[src/link_pkg.sv]
`default_nettype none

package link_pkg;

    // ------------------------------------------------------------------------
    // widths
    // ------------------------------------------------------------------------
    localparam int word_width      = 64;
    localparam int lane_width      = 16;
    localparam int lane_count      = 4;
    localparam int lane_idx_width  = $clog2(lane_count) + 1;
    localparam int fifo_depth_log2 = 4;
    localparam int length_width    = 32;

    // command kind code, word bits 58:56
    localparam logic [2:0] kind_tik = 3'd3;

    // ------------------------------------------------------------------------
    // send state machine
    // ------------------------------------------------------------------------
    typedef enum logic [2:0] {
        send_idle  = 3'd0,
        send_data  = 3'd1,
        ready_wait = 3'd2,
        tik_wait   = 3'd3,
        tik_end    = 3'd4
    } send_state_e;

    // one link word, seen either as four lanes or as a command
    typedef union packed {
        // lane 3 at the top, sent first
        logic [lane_count-1:0][lane_width-1:0] lanes;
        struct packed {
            logic [4:0]              rsvd_hi;
            logic [2:0]              kind;
            logic [22:0]             rsvd_lo;
            logic                    end_flag;
            logic [length_width-1:0] length;
        } cmd;
    } link_word_u;

endpackage

`default_nettype wire

[src/word_fifo.sv]
`default_nettype none

module word_fifo
    import link_pkg::*;
(
    input  wire                  clk,
    input  wire                  rst_n,
    input  wire                  wr,
    input  wire [word_width-1:0] wr_word,
    input  wire                  rd,
    output link_word_u           rd_word,
    output logic                 full,
    output logic                 empty
);

    logic [word_width-1:0]    mem [0:(1 << fifo_depth_log2)-1];
    // one extra bit tells full from empty
    logic [fifo_depth_log2:0] wr_ptr;
    logic [fifo_depth_log2:0] rd_ptr;
    logic [fifo_depth_log2:0] fill;

    always_ff @(posedge clk or negedge rst_n) begin
        if (!rst_n) begin
            wr_ptr <= '0;
            rd_ptr <= '0;
        end else begin
            if (wr) begin
                wr_ptr <= wr_ptr + 1'b1;
            end
            if (rd) begin
                rd_ptr <= rd_ptr + 1'b1;
            end
        end
    end

    // storage and registered read port
    always_ff @(posedge clk) begin
        if (wr) begin
            mem[wr_ptr[fifo_depth_log2-1:0]] <= wr_word;
        end
        if (rd) begin
            rd_word <= mem[rd_ptr[fifo_depth_log2-1:0]];
        end
    end

    assign fill  = wr_ptr - rd_ptr;
    assign full  = (fill == {1'b1, {fifo_depth_log2{1'b0}}});
    assign empty = (fill == '0);

    // writer must honour s_tready, reader must check empty
    a_no_write_full: assert property (
        @(posedge clk) disable iff (!rst_n) wr |-> !full
    ) else $error("fifo written while full");

    a_no_read_empty: assert property (
        @(posedge clk) disable iff (!rst_n) rd |-> !empty
    ) else $error("fifo read while empty");

endmodule

`default_nettype wire

[src/tik_timer.sv]
`default_nettype none

module tik_timer
    import link_pkg::*;
(
    input  wire        clk,
    input  wire        rst_n,
    input  wire        tik_load,
    input  wire        load_end,
    input  wire        link_word_u word,
    output logic       tik,
    output logic       busy
);

    logic                    tik_flag;
    logic                    end_flag;
    logic [length_width-1:0] len;
    logic [length_width-1:0] cnt;
    logic                    done;

    assign done = (cnt == len);

    // flag is up for len+1 cycles
    always_ff @(posedge clk or negedge rst_n) begin
        if (!rst_n) begin
            tik_flag <= 1'b0;
            end_flag <= 1'b0;
        end else if (tik_load) begin
            tik_flag <= !load_end;
            end_flag <= load_end;
        end else if (done) begin
            tik_flag <= 1'b0;
            end_flag <= 1'b0;
        end
    end

    always_ff @(posedge clk) begin
        if (tik_load) begin
            len <= word.cmd.length;
        end
    end

    always_ff @(posedge clk or negedge rst_n) begin
        if (!rst_n) begin
            cnt <= '0;
        end else if (busy && !done) begin
            cnt <= cnt + 1'b1;
        end else begin
            cnt <= '0;
        end
    end

    assign busy = tik_flag | end_flag;
    assign tik  = tik_flag;

    // a new command never lands inside a running period
    a_load_when_idle: assert property (
        @(posedge clk) disable iff (!rst_n) tik_load |-> !busy
    ) else $error("command loaded during a tik or end period");

endmodule

`default_nettype wire

[src/lane_serializer.sv]
`default_nettype none

module lane_serializer
    import link_pkg::*;
(
    input  wire                  clk,
    input  wire                  rst_n,
    input  wire link_word_u      word,
    input  wire                  lane_valid,
    input  wire                  lane_advance,
    input  wire                  lane_clear,
    output logic [lane_width-1:0] lane_data,
    output logic                 lane_par,
    output logic                 last_lane_done
);

    logic [lane_idx_width-1:0] lane_idx;
    logic [lane_idx_width-2:0] lane_pos;

    always_ff @(posedge clk or negedge rst_n) begin
        if (!rst_n) begin
            lane_idx <= '0;
        end else if (lane_clear) begin
            lane_idx <= '0;
        end else if (lane_advance) begin
            lane_idx <= lane_idx + 1'b1;
        end
    end

    // msb lane first, so index 0 picks lane 3
    assign lane_pos       = ~lane_idx[lane_idx_width-2:0];
    assign last_lane_done = (lane_idx == lane_idx_width'(lane_count));

    assign lane_data = last_lane_done ? '0 : word.lanes[lane_pos];

    // even parity, quiet when no lane is offered
    assign lane_par = lane_valid ? ^lane_data : 1'b0;

    a_no_advance_past_end: assert property (
        @(posedge clk) disable iff (!rst_n) lane_advance |-> !last_lane_done
    ) else $error("lane advance after last lane");

    // chip samples the lane at any point while valid is up
    a_lane_stable: assert property (
        @(posedge clk) disable iff (!rst_n)
        lane_valid && $past(lane_valid) |-> $stable(lane_data)
    ) else $error("lane data changed while valid");

endmodule

`default_nettype wire

[src/send_fsm.sv]
`default_nettype none

module send_fsm
    import link_pkg::*;
(
    input  wire             clk,
    input  wire             rst_n,
    input  wire             fifo_empty,
    input  wire link_word_u word,
    input  wire             link_ready,
    input  wire             link_err,
    input  wire             timer_busy,
    input  wire             last_lane_done,
    output logic            fifo_rd,
    output logic            lane_valid,
    output logic            lane_advance,
    output logic            lane_clear,
    output logic            tik_load,
    output logic            load_end
);

    send_state_e state;
    send_state_e state_nx;

    logic ready_d;
    logic ready_2d;
    logic err_d;
    logic err_2d;
    logic ready_seen_high;
    logic ready_seen_low;
    logic err_seen_low;
    logic is_cmd;

    // ------------------------------------------------------------------------
    // chip level synchronizer
    // ------------------------------------------------------------------------
    always_ff @(posedge clk or negedge rst_n) begin
        if (!rst_n) begin
            ready_d  <= 1'b0;
            ready_2d <= 1'b0;
            err_d    <= 1'b0;
            err_2d   <= 1'b0;
        end else begin
            ready_d  <= link_ready;
            ready_2d <= ready_d;
            err_d    <= link_err;
            err_2d   <= err_d;
        end
    end

    // level only counts when both samples agree
    assign ready_seen_high = ready_d & ready_2d;
    assign ready_seen_low  = !ready_d & !ready_2d;
    assign err_seen_low    = !err_d & !err_2d;

    assign is_cmd = (word.cmd.kind == kind_tik);

    // ------------------------------------------------------------------------
    // send state machine
    // ------------------------------------------------------------------------
    always_ff @(posedge clk or negedge rst_n) begin
        if (!rst_n) begin
            state <= send_idle;
        end else begin
            state <= state_nx;
        end
    end

    always_comb begin
        state_nx = state;
        case (state)
            send_idle: begin
                if (!fifo_empty) begin
                    state_nx = send_data;
                end
            end
            send_data: begin
                if (is_cmd) begin
                    state_nx = word.cmd.end_flag ? tik_end : tik_wait;
                end else if (ready_seen_high) begin
                    state_nx = ready_wait;
                end
            end
            ready_wait: begin
                if (ready_seen_low) begin
                    state_nx = last_lane_done ? send_idle : send_data;
                end
            end
            tik_wait, tik_end: begin
                if (!timer_busy) begin
                    state_nx = send_idle;
                end
            end
            default: state_nx = send_idle;
        endcase
    end

    assign fifo_rd    = (state == send_idle) && !fifo_empty;
    assign lane_valid = (state == send_data) && !is_cmd;

    // err high at acceptance repeats the same lane
    assign lane_advance = lane_valid && ready_seen_high && err_seen_low;
    assign lane_clear   = (state == ready_wait) && (state_nx == send_idle);

    assign tik_load = (state == send_data) && is_cmd;
    assign load_end = tik_load && word.cmd.end_flag;

    a_quiet_during_tik: assert property (
        @(posedge clk) disable iff (!rst_n) $rose(lane_valid) |-> !timer_busy
    ) else $error("lane offered during tik or end period");

endmodule

`default_nettype wire

[src/chip_link_tx.sv]
`default_nettype none

module chip_link_tx
    import link_pkg::*;
(
    input  wire                   clk,
    input  wire                   rst_n,
    input  wire [word_width-1:0]  s_tdata,
    input  wire                   s_tvalid,
    output logic                  s_tready,
    output logic                  tik,
    output logic [lane_width-1:0] lane_data,
    output logic                  lane_valid,
    output logic                  lane_par,
    input  wire                   link_ready,
    input  wire                   link_err
);

    logic       fifo_full;
    logic       fifo_empty;
    logic       fifo_rd;
    link_word_u fifo_word;
    logic       lane_advance;
    logic       lane_clear;
    logic       last_lane_done;
    logic       tik_load;
    logic       load_end;
    logic       timer_busy;

    assign s_tready = !fifo_full;

    word_fifo word_fifo_inst (
        .clk     (clk),
        .rst_n   (rst_n),
        .wr      (s_tvalid && s_tready),
        .wr_word (s_tdata),
        .rd      (fifo_rd),
        .rd_word (fifo_word),
        .full    (fifo_full),
        .empty   (fifo_empty)
    );

    send_fsm send_fsm_inst (
        .clk            (clk),
        .rst_n          (rst_n),
        .fifo_empty     (fifo_empty),
        .word           (fifo_word),
        .link_ready     (link_ready),
        .link_err       (link_err),
        .timer_busy     (timer_busy),
        .last_lane_done (last_lane_done),
        .fifo_rd        (fifo_rd),
        .lane_valid     (lane_valid),
        .lane_advance   (lane_advance),
        .lane_clear     (lane_clear),
        .tik_load       (tik_load),
        .load_end       (load_end)
    );

    tik_timer tik_timer_inst (
        .clk      (clk),
        .rst_n    (rst_n),
        .tik_load (tik_load),
        .load_end (load_end),
        .word     (fifo_word),
        .tik      (tik),
        .busy     (timer_busy)
    );

    lane_serializer lane_serializer_inst (
        .clk            (clk),
        .rst_n          (rst_n),
        .word           (fifo_word),
        .lane_valid     (lane_valid),
        .lane_advance   (lane_advance),
        .lane_clear     (lane_clear),
        .lane_data      (lane_data),
        .lane_par       (lane_par),
        .last_lane_done (last_lane_done)
    );

endmodule

`default_nettype wire

[config.mk]
export PLATFORM = sky130hd
export DESIGN_NAME = chip_link_tx
export DESIGN_NICKNAME = d
export VERILOG_FILES = /design/src/link_pkg.sv /design/src/word_fifo.sv /design/src/tik_timer.sv /design/src/lane_serializer.sv /design/src/send_fsm.sv /design/src/chip_link_tx.sv
export SDC_FILE = /design/constraint.sdc
export NUM_CORES = 1
export LEC_CHECK = 0
export BUFFER_PORTS_ARGS = -buffer_cell sky130_fd_sc_hd__buf_2
export CAP_MARGIN = 20
export CORE_MARGIN = 5
export CORE_UTILIZATION = 37
export DETAILED_ROUTE_END_ITERATION = 16
export PLACE_DENSITY = 0.52
export SKIP_CTS_REPAIR_TIMING = 1
export SLEW_MARGIN = 20
export SYNTH_ARGS = -nofsm -noshare
export SYNTH_HDL_FRONTEND = slang
export SYNTH_SLANG_ARGS = --single-unit
[constraint.sdc]
create_clock -name clk -period 11.1 [get_ports clk]
set_input_delay 2.22 -clock clk [delete_from_list [all_inputs] [get_ports clk]]
set_output_delay 2.22 -clock clk [all_outputs]
set_load 0.03 [all_outputs]
==> After elaboration in Yosys (flattened, before gate mapping) <==
Memory sizes are Yosys's and may differ from the RTL's. A register that Yosys moved wholly into a read port is not among the register bits.
Cells that the tools add are included.
{ "word_totals": {"word_cells": 77, "input_bits": 69, "ff_bits": 86, "mem_bits_rw": 1024, "output_inout_bits": 20, "memories": 1} }
{ "memory_table": {"columns": ["memory", "words", "word_bits", "rd", "rd_clocked_by_memory_dff", "wr", "line", "text"], "rows": [
  ["word_fifo_inst.mem", 16, 64, 1, 1, 1, "word_fifo.sv:16", "logic [word_width-1:0] mem [0:(1 << fifo_depth_log2)-1];"]
]} }
{ "classes": {"muxes": 20, "bitwise_logic": 5, "reduce_logical": 25, "addsub": 5, "eq_ne": 8, "magnitude_cmp": 1} }
{ "ops": {"columns": ["op", "count"], "rows": [
  ["$add 32x1->32 const B", 1],
  ["$bmux 16 s2", 1],
  ["$eq 32x32->1", 1],
  ["$mux 16", 2],
  ["$mux 32", 1],
  ["$mux 3", 8],
  ["$reduce_xor 16->1", 1],
  ["$pmux 3 s4", 1],
  ["$add 5x1->5 const B", 2],
  ["$eq 3x2->1 const B", 3],
  ["$logic_and 1x1->1", 9],
  ["$logic_not 1->1", 9],
  ["$mux 1", 7],
  ["$eq 3x3->1 const B", 2],
  ["$logic_not 3->1", 2],
  ["$eq 5x5->1 const B", 1],
  ["$logic_not 5->1", 1],
  ["$sub 5x5->5", 1],
  ["$reduce_bool 2->1", 2],
  ["$add 3x1->3 const B", 1],
  ["$and 1x1->1", 3],
  ["$eq 3x1->1 const B", 1],
  ["$lt 2x3->1 const B", 1],
  ["$not 2->2", 1],
  ["2 further kinds", 2]
]} }

==> Logic depth before layout (Yosys ltp) <==
Gate-level depths: netlist of the first run.
{ "logic_depth": {"ltp_word": 7, "mapped_depth": 12, "ltp_nobuf": 8} }

==> Modules after synthesis <==
Synthesis of the first run repeated with hierarchy kept, for this count alone.
{ "unflattened": {"cells_unflattened": 2055, "hier_area_um2": 45127.0} }
{ "modules_own_cells": {"columns": ["mod", "area_per_inst_um2", "instances", "seq_area_each_um2", "cells_each"], "rows": [
  ["word_fifo", 40790.4, 1, 32921.6, 1707],
  ["tik_timer", 3088.0, 1, 1811.7, 244],
  ["lane_serializer", 860.8, 1, 75.1, 69],
  ["send_fsm", 377.9, 1, 175.2, 33],
  ["chip_link_tx", 10.0, 1, 0.0, 2]
]} }

==> Worst setup path after synthesis of the first run <==
Ideal clock, no wire load.
{ "synth_timing": {"kind": "register to register", "startpoint": "register word_fifo_inst.rd_ptr[1]", "endpoint": "memory word_fifo_inst.mem[3][0] (enable)", "setup_ns": 0.564, "stages_incl_launch_ff": 12, "path_slack_ns": 3.223, "path_buffers": 3, "t_arrival_ns": 7.312, "cell_sequence": "dfrtp_1 -> clkbuf_1 -> clkbuf_1 -> clkbuf_1 -> inv_1 -> ha_1 -> nor2b_1 -> o21ai_0 -> a21oi_1 -> o21ai_1 -> nand3_1 -> nor3_1"} }
{ "synth_via": {"elab_chain_cells": 6} }
{ "synth_rtl": {"columns": ["element", "line", "text"], "rows": [
  ["start: declaration", "word_fifo.sv:19", "logic [fifo_depth_log2:0] rd_ptr;"],
  ["start signal: assignment", "word_fifo.sv:31", "rd_ptr <= rd_ptr + 1'b1;"],
  ["$sub 5x5->5", "word_fifo.sv:46", "assign fill = wr_ptr - rd_ptr;"],
  ["$eq 5x5->1", "word_fifo.sv:47", "assign full = (fill == {1'b1, {fifo_depth_log2{1'b0}}});"],
  ["$logic_not 1->1", "chip_link_tx.sv:30", "assign s_tready = !fifo_full;"],
  ["named net s_tready", "chip_link_tx.sv:10", "output logic s_tready,"],
  ["$logic_and 1x1->1", "chip_link_tx.sv:35", ".wr (s_tvalid && s_tready),"],
  ["$mux 1", "word_fifo.sv:38", "if (wr) begin"],
  ["$mux 1 (not written as such)", "word_fifo.sv:39", "mem[wr_ptr[fifo_depth_log2-1:0]] <= wr_word;"],
  ["end: declaration", "word_fifo.sv:16", null]
]} }
The timed path passes the listed nets, and every way through them passes these cells.

==> Final worst setup path of the first run <==
{ "layout_timing": {"startpoint": "register lane_serializer_inst.lane_idx[0]", "endpoint": "output port lane_par"} }
{ "layout_via": {"elab_chain_cells": 6} }
{ "layout_rtl": {"columns": ["element", "line", "text"], "rows": [
  ["start: declaration", "lane_serializer.sv:17", "logic [lane_idx_width-1:0] lane_idx;"],
  ["start signal: assignment", "lane_serializer.sv:26", "lane_idx <= lane_idx + 1'b1;"],
  ["$not 2->2", "lane_serializer.sv:31", "assign lane_pos = ~lane_idx[lane_idx_width-2:0];"],
  ["$bmux 16 s2", "lane_serializer.sv:34", "assign lane_data = last_lane_done ? '0 : word.lanes[lane_pos];"],
  ["$mux 16 (not written as such)", "lane_serializer.sv:34", null],
  ["$mux 16 (*)", "lane_serializer.sv:34", null],
  ["$reduce_xor 16->1 (*)", "lane_serializer.sv:37", "assign lane_par = lane_valid ? ^lane_data : 1'b0;"],
  ["$mux 1 (*)", "lane_serializer.sv:37", null],
  ["end: declaration", "chip_link_tx.sv:14", "output logic lane_par,"]
]} }
Every way passes the cells marked *; elsewhere a longest branch is shown, timed or not. The select of a mux whose other input is x is not followed.

==> impl_metrics.env, run 1 <==
export IMPL_drc=0
export IMPL_busiest_layer="met2"
export IMPL_final_setup_viol_count=0
export IMPL_synth_compound_area_share_pct=0.197
export IMPL_io_pins=89
export IMPL_grt_pass1_wl_um=155000
export IMPL_p_seq_share_pct=42.2
export IMPL_power_mw=14.1
export IMPL_cp_start_kind="flip-flop"
export IMPL_ant_nets=0
export IMPL_synth_area_leaders="edfxtp_1 (75%), mux4_2 (16%), dfrtp_1 (3.0%)"
export IMPL_overflow=0
export IMPL_synth_nets=1983
export IMPL_synth_top_cell_area_share_pct=74.6
export IMPL_cts_sinks=1174
export IMPL_synth_top_cell_by_area="edfxtp_1"
export IMPL_syn_instance_count=1902
export IMPL_crit_required_ns=8.88
export IMPL_critPathMaxStageDelay_ns=0.94
export IMPL_clock_path_buffers=3
export IMPL_finalCritPeriodShare_pct=52.3
export IMPL_grt_pass1_vias=21100
export IMPL_worstPathArrival_ns=3.58
export IMPL_synthFlopType="edfxtp_1"
export IMPL_layout_nets=2139
export IMPL_finClkSkew_ns=0.0604
export IMPL_port_buffer_count=88
export IMPL_totalWireLength_um=107000
export IMPL_via_per_inst=5.28
export IMPL_hold_path_class="flip-flop to flip-flop"
export IMPL_dr_pass1_iters=5
export IMPL_cts_inserted_buffers=119
export IMPL_die_area_um2=129000
export IMPL_cp_max_fo=18
export IMPL_synthTopCellsByCount="edfxtp_1 (1120), mux4_2 (327), xor2_1 (57)"
export IMPL_finalNonFillerCells=3784
export IMPL_fin_crit_ns=5.80
export IMPL_crit_path_top_delay_cell="dfrtp_1"
export IMPL_hold_viol_final=0
export IMPL_antenna_found_initial=26
export IMPL_core_area_um2=121000
export IMPL_grt_max_degree=116
export IMPL_synthMuxAreaShare_pct=17.0
export IMPL_critPathCaptureType="primary output"
export IMPL_wl_per_cell_um=28.4
export IMPL_clock_power_share_pct=28.3
export IMPL_fillers=10500
export IMPL_die_x_um=359
export IMPL_status="finished clean"
export IMPL_seq_area_frac_synth_pct=77.6
export IMPL_use_met2_pct=27.6
export IMPL_place_inst=3562
export IMPL_swShare_pct=30.9
export IMPL_vdd_ir_drop_max_v=0.000268
export IMPL_rsz0062_at_grt="no"
export IMPL_cpLargestDelayFamily="flip-flops"
export IMPL_gp_congestion=0.805
export IMPL_tns_ns=0
export IMPL_drtIter0Drc=1932
export IMPL_yosys_cell_count_top_type="edfxtp_1"
export IMPL_avgSynthCellArea_um2=23.7
export IMPL_yosys_area_share_adder_pct=0.333
export IMPL_async_flop_share_pct=4.60
export IMPL_critPathKind="flip-flop to primary output"
export IMPL_rows=128
export IMPL_p_sw_mw=4.34
export IMPL_grt_use_total_pct=16.5
export IMPL_utilization_pct=42.4
export IMPL_p_leak_nw=16.4
export IMPL_synth_area_um2=45100
export IMPL_path_clk_slew_ns=0.06
export IMPL_drv_slew=0
export IMPL_crit_buf_inv=1
export IMPL_p_per_area_nw_per_um2=273
export IMPL_htreeDepth=3
export IMPL_die_h_um=359
export IMPL_slew_headroom_pct=32.1
export IMPL_layout_drive_gt1_share_pct=30.7
export IMPL_path_cells="mux4_1, xnor2_2, xnor2_1, xnor2_2, xnor2_1, and3_1, buf_2"
export IMPL_synth_xor_area_share_pct=1.87
export IMPL_max_freq_mhz=172
export IMPL_ys_ff_latch=1174
export IMPL_cts_root_buf="clkbuf_16"
export IMPL_dpl_hpwl_um=59700
export IMPL_maxCapViolations=0
export IMPL_cts_tree="done"
export IMPL_num_vias=20000
export IMPL_yosys_area_share_simple_pct=2.02
export IMPL_p_int_mw=9.71
export IMPL_synth_top_family_by_area="multiplexers"
export IMPL_use_met3_pct=2.93
export IMPL_met1_usage_pct=23.0
export IMPL_tightest_slew_ns=1.02
export IMPL_start_util_pct=37.1
export IMPL_yosysWarnings=0
export IMPL_synth_cell_types=45
export IMPL_synthToLayoutAreaGrowth_pct=14.2
export IMPL_synth_edf_count=1120
export IMPL_clk_latency_ns=0.72
export IMPL_power_frac_comb_pct=29.6
-- flip-flops by register name, summed over array words and instances (netlist names) --
register	count
word_fifo_inst.mem	1024
word_fifo_inst.rd_word	64
tik_timer_inst.cnt	32
tik_timer_inst.len	32
word_fifo_inst.rd_ptr	5
word_fifo_inst.wr_ptr	5
lane_serializer_inst.lane_idx	3
send_fsm_inst.state	3
send_fsm_inst.err_2d	1
send_fsm_inst.err_d	1
send_fsm_inst.ready_2d	1
send_fsm_inst.ready_d	1
tik_timer_inst.end_flag	1
tik_timer_inst.tik	1
-- area by class of cell --
class | instances | area [µm²] | share of cell area, %
Clock inverter | 72 | 752 | 1.46
Sequential cell | 1174 | 35000 | 68.0
Multi-Input combinational cell | 627 | 9740 | 18.9
Clock buffer | 146 | 3150 | 6.12
Timing Repair Buffer | 121 | 701 | 1.36
Inverter | 15 | 65.1 | 0.126
Tap cell | 1625 | 2030 | 3.95
Antenna cell | 4 | 10.0 | 0.0195
-- cells in the final DEF (no fill, tap or decap), types with 5 or more instances in the layout --
cell           n
mux4_2       327
ha_1          12
mux4_1        10
buf_4         32
and2_1        19
and3_4        12
clkbuf_1      21
edfxtp_1    1120
nand4_1        8
xor2_1        57
nor2_1        45
clkinv_2      29
xnor2_1       32
clkbuf_8       5
and3_1         7
bufinv_16     13
nor3_1         6
clkbuf_16    120
nor4_1         8
dfrtp_1       51
inv_1         12
nand3_1       20
nand2_1       17
buf_2         88
clkinvlp_4     6
clkinv_1      17
-- final timing paths --
check / from / to / slack, ns / cells after the start
max: lane_serializer_inst.lane_idx[0] / lane_par / 5.30 / 7
min: send_fsm_inst.err_d / send_fsm_inst.err_2d / 0.43 / 0
max reg2reg: word_fifo_inst.rd_ptr[1] / word_fifo_inst.mem[1][27] / 6.10 / 9
min reg2reg: send_fsm_inst.err_d / send_fsm_inst.err_2d / 0.43 / 0
max in group asynchronous: rst_n / word_fifo_inst.rd_ptr[1] / 8.91 / 2
min in group asynchronous: rst_n / tik_timer_inst.cnt[16] / 1.65 / 2
-- logic make-up (layout without fill, tap and decap cells) --
kind of cell / after synthesis / after routing
compound gates: 14 / 14
xor+xnor: 93 / 93
fa+ha+maj: 12 / 12
buf+inv: 101 / 354
flops: 1174 / 1174
mux: 339 / 339
other cells: 0 / 4
simple gates: 169 / 169
-- per-stage QoR --
step	setup WS, ns	hold slack (ns)	cell area [µm²]
CTS	5.26	0.440	51400
global route	5.03	0.453	51400
floorplan	3.22	0.348	45100
detailed placement	6.03	0.419	47500
finish	5.30	0.428	51400
global placement	6.03	0.430	47500
-- metal layers --
layer / wire (µm) / part of all wire (%)
met2: 53300 / 50
met1: 46600 / 43
met4: 1950 / 1.8
met5: 66 / 0.061
met3: 5560 / 5.2
-- power by group through the flow --
stage	Sequential (mW)	Combinational [mW]	Clock [mW]
CTS	5.94	4.26	4.06
global route	5.98	4.41	4.26
detailed placement	6.03	4.25	0
floorplan	5.81	2.88	0
finish	5.93	4.15	3.97
global placement	6.01	4.24	0
(Power assumes the default switching activity.)
==> run 2: changes to the inputs <==
Clock period 11.1 ns to 5.9 ns, I/O delays scaled along.
==> run 2 against run 1 <==
  * Total power increased by 88%
  * Wire length decreased by 0.62%
  * Critical endpoint is now s_tready
  * Final cell count increased by 0.29%
==> impl_metrics.env, run 2 (synthesis gave the netlist of run 1 again) <==
export IMPL_whs_ns=0.390
export IMPL_die_area_um2=129000
export IMPL_finClkSkew_ns=0.0294
export IMPL_cts_tree="done"
export IMPL_wl_per_cell_um=28.1
export IMPL_rows=128
export IMPL_slew_headroom_pct=10.2
export IMPL_synthToLayoutAreaGrowth_pct=14.7
export IMPL_dpl_hpwl_um=64700
export IMPL_cts_sinks=1174
export IMPL_worstPathArrival_ns=3.77
export IMPL_io_pins=89
export IMPL_drtIter0Drc=1747
export IMPL_finalCritPeriodShare_pct=83.8
export IMPL_tightest_slew_ns=1.35
export IMPL_drv_slew=0
export IMPL_overflow=0
export IMPL_use_met2_pct=26.7
export IMPL_status="finished clean"
export IMPL_use_met3_pct=4.06
export IMPL_layout_nets=2147
export IMPL_gp_congestion=0.789
export IMPL_totalWireLength_um=107000
export IMPL_grt_pass1_vias=21100
export IMPL_rsz0062_at_grt="no"
export IMPL_antenna_found_initial=24
export IMPL_cts_root_buf="clkbuf_16"
export IMPL_path_clk_slew_ns=0.07
export IMPL_placed_area_um2=47700
export IMPL_clock_path_buffers=3
export IMPL_met1_usage_pct=22.8
export IMPL_p_per_area_nw_per_um2=511
export IMPL_die_h_um=359
export IMPL_maxCapViolations=0
export IMPL_dr_pass1_iters=5
export IMPL_critPathKind="flip-flop to primary output"
export IMPL_start_util_pct=37.1
export IMPL_cts_inserted_buffers=119
export IMPL_clk_latency_ns=0.69
export IMPL_via_per_inst=5.23
export IMPL_max_freq_mhz=202
export IMPL_fin_area_um2=51700
export IMPL_cp_max_fo=65
export IMPL_power_frac_comb_pct=27.7
export IMPL_crit_required_ns=4.72
export IMPL_ant_nets=0
export IMPL_cp_start_kind="flip-flop"
export IMPL_hold_viol_final=0
export IMPL_busiest_layer="met2"
export IMPL_p_int_mw=18.5
export IMPL_layout_commonest_cell="edfxtp_1"
export IMPL_largest_reg_flops=1024
export IMPL_grt_use_total_pct=16.5
export IMPL_clock_power_share_pct=29.1
export IMPL_hold_path_class="flip-flop to flip-flop"
export IMPL_fin_crit_ns=4.95
export IMPL_vdd_ir_drop_max_v=0.00104
export IMPL_final_cell_mix="edfxtp_1 (1120), mux4_2 (327), clkbuf_16 (122)"
export IMPL_swShare_pct=29.9
export IMPL_final_setup_viol_count=0
export IMPL_grt_max_degree=148
export IMPL_die_x_um=359
export IMPL_layout_drive_gt1_share_pct=30.5
export IMPL_p_seq_share_pct=43.3
export IMPL_grt_pass1_wl_um=155000
export IMPL_p_sw_mw=7.91
export IMPL_num_vias=19900
export IMPL_finalWorstSetupSlack_ns=0.953
export IMPL_drc=0
export IMPL_core_area_um2=121000
export IMPL_port_buffer_count=88
export IMPL_pre_cts_ws_ns=1.18
export IMPL_critPathCaptureType="primary output"
export IMPL_p_leak_nw=16.5
export IMPL_htreeDepth=3
[run 2: cell count changes in the layout (fill, tap and decap cells not counted), sizes merged]
cell,delta
buf,+8
clkinv,+6
bufinv,+5
inv,+5
clkbuf,-10
clkinvlp,-3
[run 2: path summary, 6_finish.rpt]
kind,cells past startpoint,slack [ns],start,to
setup / recovery,7,0.95,word_fifo_inst.rd_ptr[1],s_tready
setup reg to reg,9,1.13,word_fifo_inst.rd_ptr[1],word_fifo_inst.mem[6][40]
min in group asynchronous,2,0.65,rst_n,send_fsm_inst.ready_d
hold reg to reg,0,0.39,send_fsm_inst.err_d,send_fsm_inst.err_2d
hold / removal,0,0.39,send_fsm_inst.err_d,send_fsm_inst.err_2d
max in group asynchronous,2,4.69,rst_n,word_fifo_inst.rd_ptr[2]
[run 2: power groups by stage]
stage / logic [mW] / registers, mW / clock network [mW]
after detailed placement: 7.48 / 11.6 / 0
after global placement: 7.46 / 11.6 / 0
after CTS: 7.49 / 11.4 / 7.84
after global routing: 7.80 / 11.5 / 8.20
final: 7.31 / 11.4 / 7.68
after floorplan: 5.42 / 10.9 / 0
[run 2: metal layers]
layer / part of all wire [%] / up-vias / wire [µm]
met4: 1.8 / 12 / 1880
met3: 6.6 / 135 / 7080
met5: 0.069 / - / 74
met2: 48 / 553 / 51400
met1: 43 / 10800 / 46300
li1: - / 8385 / -
[run 2: critical path, stage by stage, from the launching register on]
cell,delay [ns]
dfrtp_4,1.09
inv_1,0.11
ha_1,0.35
nor2b_1,0.15
o21ai_0,0.39
nor4bb_1,0.44
o21ai_1,0.25
buf_2,0.26
[run 2: area by class of cell]
cell class	count	area (µm²)
fill	10400	69700
sequential	1174	35000
multi-input combinational	627	9740
clock buffer	136	3110
tap	1625	2030
clock inverter	85	887
timing repair buffer	129	836
inverter	15	65.1
antenna	4	10.0
[run 2: metrics by stage]
step / cells / total power [mW] / util [%] / TNS, ns
4_1_cts: 3791 / 26.8 / 42.6 / 0
3_3_place_gp: 3570 / 19.0 / 39.3 / 0
6_report: 3795 / 26.4 / 42.6 / 0
5_1_grt: 3791 / 27.5 / 42.6 / 0
3_5_place_dp: 3570 / 19.1 / 39.3 / 0
2_1_floorplan: 1902 / 16.3 / - / -52.84
